==> src/hdl/filter_defines.svh <==
`ifndef FILTER_DEFINES_SVH
`define FILTER_DEFINES_SVH

// Clock stages from host pins to flash pins, synchronizer included
`define FILT_FWD_DELAY 4

// Command header on data line 0
`define FILT_ADDR_W 24
`define FILT_OPC_BITS 8

`endif

==> src/hdl/spi_cmd_pkg.sv <==
package spi_cmd_pkg;

    // Flash opcodes the guard knows by name
    typedef enum logic [7:0] {
        OPC_WRSR      = 8'h01,
        OPC_PP        = 8'h02,
        OPC_READ      = 8'h03,
        OPC_WRDI      = 8'h04,
        OPC_WREN      = 8'h06,
        OPC_FAST_READ = 8'h0B,
        OPC_SE_4K     = 8'h20,
        OPC_DOR       = 8'h3B,
        OPC_CE_ALT    = 8'h60,
        OPC_RSTEN     = 8'h66,
        OPC_QOR       = 8'h6B,
        OPC_RST       = 8'h99,
        OPC_DIOR      = 8'hBB,
        OPC_CE        = 8'hC7,
        OPC_BE_64K    = 8'hD8,
        OPC_QIOR      = 8'hEB
    } opcode_e;

    // Read class covers the single, dual and quad read variants.
    // Modify class needs an address check before it may pass.
    typedef enum logic [1:0] {
        CLS_READ      = 2'd0,
        CLS_WREN      = 2'd1,
        CLS_MODIFY    = 2'd2,
        CLS_FORBIDDEN = 2'd3
    } cmd_class_e;

endpackage

==> src/hdl/filter_report_pkg.sv <==
package filter_report_pkg;

    // Decision of one checker stage
    // NONE means the stage has no say on this frame
    typedef enum logic [1:0] {
        VERD_NONE  = 2'd0,
        VERD_PASS  = 2'd1,
        VERD_BLOCK = 2'd2
    } verdict_e;

    // Carried in the violation report
    typedef enum logic {
        RSN_OPCODE  = 1'b0,
        RSN_ADDRESS = 1'b1
    } block_reason_e;

endpackage

==> src/hdl/spi_bit_sampler.sv <==
`include "filter_defines.svh"

module spi_bit_sampler (
    input  logic                      clk_i,
    input  logic                      rst_ni,
    input  logic                      host_sck_i,
    input  logic                      host_csb_i,
    input  logic                      host_sd0_i,
    output logic                      frame_start_o,
    output logic                      frame_end_o,
    output logic                      opc_done_o,
    output logic                      addr_done_o,
    output logic [`FILT_OPC_BITS-1:0] opcode_o,
    output logic [`FILT_ADDR_W-1:0]   addr_o
);

    localparam int HDR_W = `FILT_OPC_BITS + `FILT_ADDR_W;
    localparam int CNT_W = $clog2(HDR_W + 1);
    localparam logic [CNT_W-1:0] OPC_LAST = CNT_W'(`FILT_OPC_BITS - 1);
    localparam logic [CNT_W-1:0] HDR_LAST = CNT_W'(HDR_W - 1);

    // Bit 0 metastable stage, bit 1 synchronized, bit 2 previous value
    logic [2:0]              sck_q;
    logic [2:0]              csb_q;
    logic [1:0]              sd0_q;
    logic [CNT_W-1:0]        bit_cnt_q;
    logic [`FILT_ADDR_W-2:0] hdr_q;
    logic [`FILT_ADDR_W-1:0] hdr_next;
    logic                    sck_rise;
    logic                    csb_fall;
    logic                    csb_rise;
    logic                    take_bit;

    assign sck_rise = sck_q[1] & ~sck_q[2] & ~csb_q[1];
    assign csb_fall = ~csb_q[1] & csb_q[2];
    assign csb_rise = csb_q[1] & ~csb_q[2];
    // Data bytes after the header are ignored
    assign take_bit = sck_rise && (bit_cnt_q <= HDR_LAST);
    assign hdr_next = {hdr_q, sd0_q[1]};

    always_ff @(posedge clk_i or negedge rst_ni) begin
        if (!rst_ni) begin
            sck_q         <= 3'b000;
            csb_q         <= 3'b111;
            sd0_q         <= 2'b00;
            bit_cnt_q     <= '0;
            frame_start_o <= 1'b0;
            frame_end_o   <= 1'b0;
            opc_done_o    <= 1'b0;
            addr_done_o   <= 1'b0;
        end else begin
            sck_q         <= {sck_q[1:0], host_sck_i};
            csb_q         <= {csb_q[1:0], host_csb_i};
            sd0_q         <= {sd0_q[0], host_sd0_i};
            frame_start_o <= csb_fall;
            frame_end_o   <= csb_rise;
            opc_done_o    <= take_bit && (bit_cnt_q == OPC_LAST);
            addr_done_o   <= take_bit && (bit_cnt_q == HDR_LAST);
            if (csb_fall) begin
                bit_cnt_q <= '0;
            end else if (take_bit) begin
                bit_cnt_q <= bit_cnt_q + 1'b1;
            end
        end
    end

    // Last bits of the shift register hold the field that just completed
    always_ff @(posedge clk_i) begin
        if (take_bit) begin
            hdr_q <= hdr_next[`FILT_ADDR_W-2:0];
            if (bit_cnt_q == OPC_LAST) begin
                opcode_o <= hdr_next[`FILT_OPC_BITS-1:0];
            end
            if (bit_cnt_q == HDR_LAST) begin
                addr_o <= hdr_next;
            end
        end
    end

    assert property (@(posedge clk_i) disable iff (!rst_ni)
        opc_done_o |-> !csb_q[1]);

endmodule

==> src/hdl/opcode_classifier.sv <==
`include "filter_defines.svh"

module opcode_classifier (
    input  logic                        clk_i,
    input  logic                        rst_ni,
    input  logic                        opc_done_i,
    input  logic [`FILT_OPC_BITS-1:0]   opcode_i,
    output spi_cmd_pkg::cmd_class_e     cmd_class_o,
    output filter_report_pkg::verdict_e opc_verdict_o,
    output logic                        verdict_valid_o
);

    spi_cmd_pkg::cmd_class_e     class_d;
    filter_report_pkg::verdict_e verdict_d;

    // Allow-list, anything not named here is forbidden
    always_comb begin
        case (spi_cmd_pkg::opcode_e'(opcode_i))
            spi_cmd_pkg::OPC_READ,
            spi_cmd_pkg::OPC_FAST_READ,
            spi_cmd_pkg::OPC_DOR,
            spi_cmd_pkg::OPC_QOR,
            spi_cmd_pkg::OPC_DIOR,
            spi_cmd_pkg::OPC_QIOR:   class_d = spi_cmd_pkg::CLS_READ;
            spi_cmd_pkg::OPC_WREN,
            spi_cmd_pkg::OPC_WRDI:   class_d = spi_cmd_pkg::CLS_WREN;
            spi_cmd_pkg::OPC_PP,
            spi_cmd_pkg::OPC_SE_4K,
            spi_cmd_pkg::OPC_BE_64K: class_d = spi_cmd_pkg::CLS_MODIFY;
            default:                 class_d = spi_cmd_pkg::CLS_FORBIDDEN;
        endcase
    end

    // Modify commands wait for the window check
    always_comb begin
        case (class_d)
            spi_cmd_pkg::CLS_READ,
            spi_cmd_pkg::CLS_WREN:   verdict_d = filter_report_pkg::VERD_PASS;
            spi_cmd_pkg::CLS_MODIFY: verdict_d = filter_report_pkg::VERD_NONE;
            default:                 verdict_d = filter_report_pkg::VERD_BLOCK;
        endcase
    end

    always_ff @(posedge clk_i or negedge rst_ni) begin
        if (!rst_ni) begin
            cmd_class_o     <= spi_cmd_pkg::CLS_FORBIDDEN;
            opc_verdict_o   <= filter_report_pkg::VERD_NONE;
            verdict_valid_o <= 1'b0;
        end else begin
            verdict_valid_o <= opc_done_i;
            if (opc_done_i) begin
                cmd_class_o   <= class_d;
                opc_verdict_o <= verdict_d;
            end
        end
    end

    assert property (@(posedge clk_i) disable iff (!rst_ni)
        verdict_valid_o |=> !verdict_valid_o);

endmodule

==> src/hdl/addr_window_check.sv <==
`include "filter_defines.svh"

module addr_window_check (
    input  logic                        clk_i,
    input  logic                        rst_ni,
    input  logic                        addr_done_i,
    input  logic [`FILT_ADDR_W-1:0]     addr_i,
    input  logic [`FILT_ADDR_W-1:0]     wr_base_i,
    input  logic [`FILT_ADDR_W-1:0]     wr_limit_i,
    output filter_report_pkg::verdict_e addr_verdict_o,
    output logic                        verdict_valid_o
);

    logic in_window;

    // Both bounds inclusive
    assign in_window = (addr_i >= wr_base_i) && (addr_i <= wr_limit_i);

    always_ff @(posedge clk_i or negedge rst_ni) begin
        if (!rst_ni) begin
            addr_verdict_o  <= filter_report_pkg::VERD_NONE;
            verdict_valid_o <= 1'b0;
        end else begin
            verdict_valid_o <= addr_done_i;
            if (addr_done_i) begin
                if (in_window) begin
                    addr_verdict_o <= filter_report_pkg::VERD_PASS;
                end else begin
                    addr_verdict_o <= filter_report_pkg::VERD_BLOCK;
                end
            end
        end
    end

    // Software must program a non-empty window before traffic starts
    assert property (@(posedge clk_i) disable iff (!rst_ni)
        addr_done_i |-> (wr_base_i <= wr_limit_i));

endmodule

==> src/hdl/spi_bus_gate.sv <==
`include "filter_defines.svh"

module spi_bus_gate (
    input  logic                               clk_i,
    input  logic                               rst_ni,
    input  logic                               host_sck_i,
    input  logic                               host_csb_i,
    input  logic [3:0]                         host_sd_i,
    input  logic [3:0]                         host_sd_en_i,
    output logic                               flash_sck_o,
    output logic                               flash_csb_o,
    output logic [3:0]                         flash_sd_o,
    output logic [3:0]                         flash_sd_en_o,
    input  logic                               frame_start_i,
    input  logic                               frame_end_i,
    input  spi_cmd_pkg::cmd_class_e            cmd_class_i,
    input  filter_report_pkg::verdict_e        opc_verdict_i,
    input  filter_report_pkg::verdict_e        addr_verdict_i,
    input  logic                               opc_valid_i,
    input  logic                               addr_valid_i,
    input  logic [`FILT_OPC_BITS-1:0]          opcode_i,
    input  logic [`FILT_ADDR_W-1:0]            addr_i,
    output logic                               rpt_valid_o,
    input  logic                               rpt_ready_i,
    output logic [`FILT_OPC_BITS-1:0]          rpt_opcode_o,
    output logic [`FILT_ADDR_W-1:0]            rpt_addr_o,
    output filter_report_pkg::block_reason_e   rpt_reason_o,
    output logic                               rpt_overflow_o
);

    // Line bundle is {sck, csb, sd_en, sd}
    localparam int LINE_W = 10;
    localparam logic [LINE_W-1:0] LINE_IDLE = {1'b0, 1'b1, 4'h0, 4'h0};

    logic [LINE_W-1:0] dly_q [`FILT_FWD_DELAY];
    logic [LINE_W-1:0] dly_out;
    logic              in_frame_q;
    logic              lock_q;
    logic              opc_block;
    logic              addr_block;
    logic              new_block;
    logic              blocking;
    logic              rpt_fire;
    logic              rpt_load;

    always_ff @(posedge clk_i or negedge rst_ni) begin
        if (!rst_ni) begin
            for (int i = 0; i < `FILT_FWD_DELAY; i++) begin
                dly_q[i] <= LINE_IDLE;
            end
        end else begin
            dly_q[0] <= {host_sck_i, host_csb_i, host_sd_en_i, host_sd_i};
            for (int i = 1; i < `FILT_FWD_DELAY; i++) begin
                dly_q[i] <= dly_q[i-1];
            end
        end
    end

    assign dly_out = dly_q[`FILT_FWD_DELAY-1];

    // Address verdict only counts for modify commands
    assign opc_block  = opc_valid_i && (opc_verdict_i == filter_report_pkg::VERD_BLOCK);
    assign addr_block = addr_valid_i && (cmd_class_i == spi_cmd_pkg::CLS_MODIFY) &&
                        (addr_verdict_i == filter_report_pkg::VERD_BLOCK);
    assign new_block  = in_frame_q && !lock_q && (opc_block || addr_block);
    // The verdict lands together with the deciding sck edge, so the edge is cut
    assign blocking   = lock_q || new_block;

    assign flash_sck_o   = dly_out[9] & ~blocking;
    assign flash_csb_o   = dly_out[8] | blocking;
    assign flash_sd_en_o = blocking ? 4'h0 : dly_out[7:4];
    assign flash_sd_o    = blocking ? 4'h0 : dly_out[3:0];

    assign rpt_fire = rpt_valid_o && rpt_ready_i;
    assign rpt_load = new_block && (!rpt_valid_o || rpt_fire);

    always_ff @(posedge clk_i or negedge rst_ni) begin
        if (!rst_ni) begin
            in_frame_q     <= 1'b0;
            lock_q         <= 1'b0;
            rpt_valid_o    <= 1'b0;
            rpt_overflow_o <= 1'b0;
        end else begin
            if (frame_end_i) begin
                in_frame_q <= 1'b0;
                lock_q     <= 1'b0;
            end else begin
                if (frame_start_i) begin
                    in_frame_q <= 1'b1;
                end
                if (new_block) begin
                    lock_q <= 1'b1;
                end
            end
            if (rpt_load) begin
                rpt_valid_o    <= 1'b1;
                rpt_overflow_o <= 1'b0;
            end else if (new_block) begin
                // Pending report still waits, this violation is lost
                rpt_overflow_o <= 1'b1;
            end else if (rpt_fire) begin
                rpt_valid_o    <= 1'b0;
                rpt_overflow_o <= 1'b0;
            end
        end
    end

    always_ff @(posedge clk_i) begin
        if (rpt_load) begin
            rpt_opcode_o <= opcode_i;
            if (opc_block) begin
                rpt_reason_o <= filter_report_pkg::RSN_OPCODE;
                rpt_addr_o   <= '0;
            end else begin
                rpt_reason_o <= filter_report_pkg::RSN_ADDRESS;
                rpt_addr_o   <= addr_i;
            end
        end
    end

    assert property (@(posedge clk_i) disable iff (!rst_ni)
        rpt_valid_o && !rpt_ready_i |=>
            rpt_valid_o && $stable({rpt_opcode_o, rpt_addr_o, rpt_reason_o}));

endmodule

==> src/hdl/spi_flash_guard.sv <==
`include "filter_defines.svh"

module spi_flash_guard (
    input  logic                             clk_i,
    input  logic                             rst_ni,
    input  logic                             host_sck_i,
    input  logic                             host_csb_i,
    input  logic [3:0]                       host_sd_i,
    input  logic [3:0]                       host_sd_en_i,
    output logic [3:0]                       host_sdi_o,
    output logic                             flash_sck_o,
    output logic                             flash_csb_o,
    output logic [3:0]                       flash_sd_o,
    output logic [3:0]                       flash_sd_en_o,
    input  logic [3:0]                       flash_sdi_i,
    input  logic [`FILT_ADDR_W-1:0]          wr_base_i,
    input  logic [`FILT_ADDR_W-1:0]          wr_limit_i,
    output logic                             rpt_valid_o,
    input  logic                             rpt_ready_i,
    output logic [`FILT_OPC_BITS-1:0]        rpt_opcode_o,
    output logic [`FILT_ADDR_W-1:0]          rpt_addr_o,
    output filter_report_pkg::block_reason_e rpt_reason_o,
    output logic                             rpt_overflow_o
);

    logic                        frame_start;
    logic                        frame_end;
    logic                        opc_done;
    logic                        addr_done;
    logic [`FILT_OPC_BITS-1:0]   opcode;
    logic [`FILT_ADDR_W-1:0]     addr;
    spi_cmd_pkg::cmd_class_e     cmd_class;
    filter_report_pkg::verdict_e opc_verdict;
    filter_report_pkg::verdict_e addr_verdict;
    logic                        opc_valid;
    logic                        addr_valid;

    // Read data from the flash is never filtered
    assign host_sdi_o = flash_sdi_i;

    spi_bit_sampler u_sampler (
        .clk_i         (clk_i),
        .rst_ni        (rst_ni),
        .host_sck_i    (host_sck_i),
        .host_csb_i    (host_csb_i),
        .host_sd0_i    (host_sd_i[0]),
        .frame_start_o (frame_start),
        .frame_end_o   (frame_end),
        .opc_done_o    (opc_done),
        .addr_done_o   (addr_done),
        .opcode_o      (opcode),
        .addr_o        (addr)
    );

    opcode_classifier u_classifier (
        .clk_i           (clk_i),
        .rst_ni          (rst_ni),
        .opc_done_i      (opc_done),
        .opcode_i        (opcode),
        .cmd_class_o     (cmd_class),
        .opc_verdict_o   (opc_verdict),
        .verdict_valid_o (opc_valid)
    );

    addr_window_check u_window (
        .clk_i           (clk_i),
        .rst_ni          (rst_ni),
        .addr_done_i     (addr_done),
        .addr_i          (addr),
        .wr_base_i       (wr_base_i),
        .wr_limit_i      (wr_limit_i),
        .addr_verdict_o  (addr_verdict),
        .verdict_valid_o (addr_valid)
    );

    spi_bus_gate u_gate (
        .clk_i          (clk_i),
        .rst_ni         (rst_ni),
        .host_sck_i     (host_sck_i),
        .host_csb_i     (host_csb_i),
        .host_sd_i      (host_sd_i),
        .host_sd_en_i   (host_sd_en_i),
        .flash_sck_o    (flash_sck_o),
        .flash_csb_o    (flash_csb_o),
        .flash_sd_o     (flash_sd_o),
        .flash_sd_en_o  (flash_sd_en_o),
        .frame_start_i  (frame_start),
        .frame_end_i    (frame_end),
        .cmd_class_i    (cmd_class),
        .opc_verdict_i  (opc_verdict),
        .addr_verdict_i (addr_verdict),
        .opc_valid_i    (opc_valid),
        .addr_valid_i   (addr_valid),
        .opcode_i       (opcode),
        .addr_i         (addr),
        .rpt_valid_o    (rpt_valid_o),
        .rpt_ready_i    (rpt_ready_i),
        .rpt_opcode_o   (rpt_opcode_o),
        .rpt_addr_o     (rpt_addr_o),
        .rpt_reason_o   (rpt_reason_o),
        .rpt_overflow_o (rpt_overflow_o)
    );

endmodule

==> config.mk <==
export PLATFORM = sky130hd
export DESIGN_NAME = spi_flash_guard
export DESIGN_NICKNAME = d
export VERILOG_FILES = /design/src/hdl/spi_cmd_pkg.sv /design/src/hdl/filter_report_pkg.sv /design/src/hdl/spi_bit_sampler.sv /design/src/hdl/opcode_classifier.sv /design/src/hdl/addr_window_check.sv /design/src/hdl/spi_bus_gate.sv /design/src/hdl/spi_flash_guard.sv
export VERILOG_INCLUDE_DIRS = /design/src /design/src/hdl
export SDC_FILE = /design/constraint.sdc
export NUM_CORES = 1
export LEC_CHECK = 0
export CORE_MARGIN = 1.5
export CORE_UTILIZATION = 45
export DETAILED_ROUTE_END_ITERATION = 8
export DONT_BUFFER_PORTS = 1
export GPL_ROUTABILITY_DRIVEN = 0
export PLACE_DENSITY_LB_ADDON = 0.15
export SYNTH_ARGS = -nofsm -noshare
export SYNTH_HDL_FRONTEND = slang
export SYNTH_HIERARCHICAL = 1
export SYNTH_SLANG_ARGS = --single-unit
==> constraint.sdc <==
create_clock -name clk_i -period 10 [get_ports clk_i]
set_clock_uncertainty 0.05 [all_clocks]
set_input_delay 0.5 -clock clk_i [delete_from_list [all_inputs] [get_ports clk_i]]
set_output_delay 0.5 -clock clk_i [all_outputs]
set_load 0.01 [all_outputs]
==> impl_metrics.json <==
{
  "area_growth_syn_to_layout_pct": 12.3,
  "fin_nets": 584,
  "initial_core_util": 0.463,
  "worstPathMaxFanout": 26,
  "ant_nets": 0,
  "power_frac_clock": 0.451,
  "hp-class": "primary input to flip-flop",
  "coreArea_um2": 13900,
  "initialDrtViolationCount": 241,
  "cts_hold_buf": 2,
  "p_comb_frac": 0.031,
  "syn_inst": 457,
  "critical_path.top_delay_family": "simple AND/OR/NAND/NOR gates",
  "max_stage_delay_ns": 1.00,
  "switchingPower_mw": 0.319,
  "synth_fp_nets": 571,
  "tns_ns": 0,
  "worstMarginPinSlew_ns": 1.23,
  "cts_resized": 0,
  "cp-start-kind": "flip-flop",
  "io_pins": 114,
  "cts-buffers-inserted": 17,
  "final_cells": 663,
  "grt_max_degree": 71,
  "fp-row-count": 43,
  "insertion_delay_ns": 0.42,
  "syn_area_um2": 6450,
  "postCtsSetupRepairBufs": 0,
  "powerDensity_nw_per_um2": 189,
  "firstDrtPassIters": 4,
  "min_period_ns": 3.55,
  "die_area_um2": 15100,
  "cpMaxStageDelayCell": "nor2_2",
  "hold_viol": 0,
  "hpwl_mm": 7.93,
  "hold_ws_ns": 0.0572,
  "tritoncts": "done",
  "slew_viol_final": 0,
  "final.period_utilization": 0.355,
  "nFillCells": 1150,
  "ys_seq_area_frac": 0.683,
  "worstPathRequired_ns": 9.98,
  "grtUsageTotal": 0.161,
  "synth_area_per_cell_um2": 14.1,
  "rsz0062_at_grt": "no",
  "critPathArrivalTime_ns": 3.53,
  "grt_pass1_wl_mm": 17.6,
  "swShare": 0.233,
  "ys.flop_type": "edfxtp_1",
  "power.share.sequential": 0.518,
  "grt_overflow": 0,
  "internal_power_mw": 1.05,
  "fmax_mhz": 282,
  "clk_path_buf_depth": 2,
  "h-tree-depth": 4,
  "worstSetupPathType": "flip-flop to flip-flop",
  "async_reset_ff_frac": 0.443,
  "antenna_cells": 0,
  "grt_pass1_vias": 3358,
  "ys_ff_latch": 158,
  "reg2reg_slack_ns": 6.45,
  "die_x_um": 123,
  "yosys_warnings": 6,
  "place_area_um2": 6630,
  "status": "finished clean",
  "synth_edf_count": 88,
  "viasPerCell": 5.20,
  "cap_viol_max_count": 0,
  "die_h_um": 123,
  "wire_per_inst_um": 17.3,
  "p_leak_nw": 3.02,
  "clkTransAtPathRegs_ns": 0.07,
  "placedCellCount": 628,
  "synth.distinct_cells": 54,
  "routed_wl_mm": 11.5,
  "cts-root-buf": "clkbuf_16",
  "cp-end-kind": "flip-flop",
  "portBuffers": 0,
  "setup_viol": 0,
  "worstPathCellList": "or4b_1, inv_1, nand3_1, nor2_2",
  "finalInstanceArea_um2": 7240,
  "via_count": 3450,
  "fin_ws_ns": 6.45,
  "antenna_found_initial": 0,
  "relSlewSlack": 0.177,
  "vdd_drop_max_uv": 139,
  "dpl_worst_slack_ns": 6.37,
  "worst-path-buf-inv": 1,
  "drc": 0,
  "clock_sinks": 158,
  "drive_above_1_share": 0.114
}
sequential cells by signal (all words and copies together) (netlist names), 3 cells and up:
signal               cells
u_sampler/opcode_o       8
u_sampler/addr_o        24
u_gate/dly_out          10
u_sampler/csb_q          3
u_gate/rpt_opcode_o      8
u_sampler/bit_cnt_q      6
u_gate/dly_q            30
u_gate/rpt_addr_o       24
u_sampler/hdr_q         23
u_sampler/sck_q          3
synth_stat cells, types with 2 or more instances:
master     count  share of area
a21oi_1       34          0.026
buf_4          4         0.0047
o21a_1         4         0.0047
o22ai_1        4         0.0039
dfstp_2        9          0.037
edfxtp_1      88           0.41
dfrtp_1       61           0.24
inv_1         53          0.031
nor3_1         3         0.0023
or3_1          3         0.0029
nor2_1         9         0.0052
and4_1         3         0.0041
nand2b_1       6         0.0058
o211ai_2       2         0.0039
a31o_1         2         0.0027
a21o_1         3         0.0035
nor2b_1        2         0.0019
and2_1        25          0.024
nand4bb_1      2         0.0035
nand2_1       26          0.015
nand4_1        7         0.0068
and4b_2        2         0.0035
ha_1          49          0.095
o21ai_1        2         0.0016
o21ai_0       13          0.010
nand3b_1       3         0.0035
clkbuf_1       3         0.0017
nand3_1        5         0.0039
o211ai_1       4         0.0047
nor4_1         2         0.0019
final cells by class:
class                           instances  area (um2)  share of cell area
Clock inverter                         15         145              0.0200
Timing Repair Buffer                    4        55.1             0.00760
Clock buffer                           17         425              0.0587
Tap cell                              180         225              0.0311
Inverter                               53         199              0.0275
Sequential cell                       158        4410               0.608
Multi-Input combinational cell        236        1790               0.247
routing by layer:
| metal | global-route usage | wire [um] | share of wire | vias up |
|---|---|---|---|---|
| met4 | 0.0509 | 49 | 0.0043 | 0 |
| met2 | 0.236 | 5180 | 0.45 | 87 |
| li1 | - | - | - | 1661 |
| met3 | 0.0511 | 518 | 0.045 | 6 |
| met1 | 0.227 | 5720 | 0.50 | 1696 |
| met5 | 0 | 0 | 0 | - |
layout by cell type (no fill, tap or decap), types with 8 or more instances in the layout:
| cell | Yosys | routed |
|---|---|---|
| edfxtp_1 | 88 | 88 |
| dfrtp_1 | 61 | 61 |
| inv_1 | 53 | 53 |
| ha_1 | 49 | 49 |
| a21oi_1 | 34 | 34 |
| nand2_1 | 26 | 26 |
| and2_1 | 25 | 25 |
| clkbuf_16 | 0 | 17 |
| o21ai_0 | 13 | 13 |
| dfstp_2 | 9 | 9 |
| nor2_1 | 9 | 8 |
metrics by stage:
step | utilization | power (mW)
finish | 0.520 | 1.37
global route | 0.520 | 1.42
CTS | 0.519 | 1.38
detailed placement | 0.475 | 0.757
global placement | 0.475 | 0.754
floorplan | - | 0.748
logic make-up (layout without fill, tap and decap cells):
family	after synthesis	count (layout)	share of synthesized area
and+or+nand+nor	106	106	0.100
buffers and inverters	63	89	0.0405
muxes	1	1	0.00155
AOI/OAI and AO/OA	78	78	0.0772
DFF	158	158	0.683
adders and majority gates	49	49	0.0950
xor gates and xnor gates	2	2	0.00272
final timing paths:
check                                   startpoint                             to  cells after the start
min in group asynchronous                   rst_ni  u_classifier/opc_verdict_o[1]                      2
worst min register to register    u_gate/dly_q[17]              u_gate/dly_out[7]                      0
worst max-delay path            u_sampler/csb_q[1]            u_sampler/addr_o[2]                      4
worst min-delay path               host_sd_en_i[2]               u_gate/dly_q[36]                      0
max in group asynchronous                   rst_ni             u_sampler/csb_q[0]                      2
worst max register to register  u_sampler/csb_q[1]            u_sampler/addr_o[2]                      4
power by group through the flow:
stage | Combinational [mW] | Sequential, mW | Clock, mW
2_1_floorplan | 0.0294 | 0.718 | 0
3_3_place_gp | 0.0331 | 0.721 | 0
3_5_place_dp | 0.0348 | 0.722 | 0
4_1_cts | 0.0420 | 0.709 | 0.631
5_1_grt | 0.0484 | 0.710 | 0.662
6_report | 0.0418 | 0.708 | 0.616
Power figures use the tool's default switching activity.
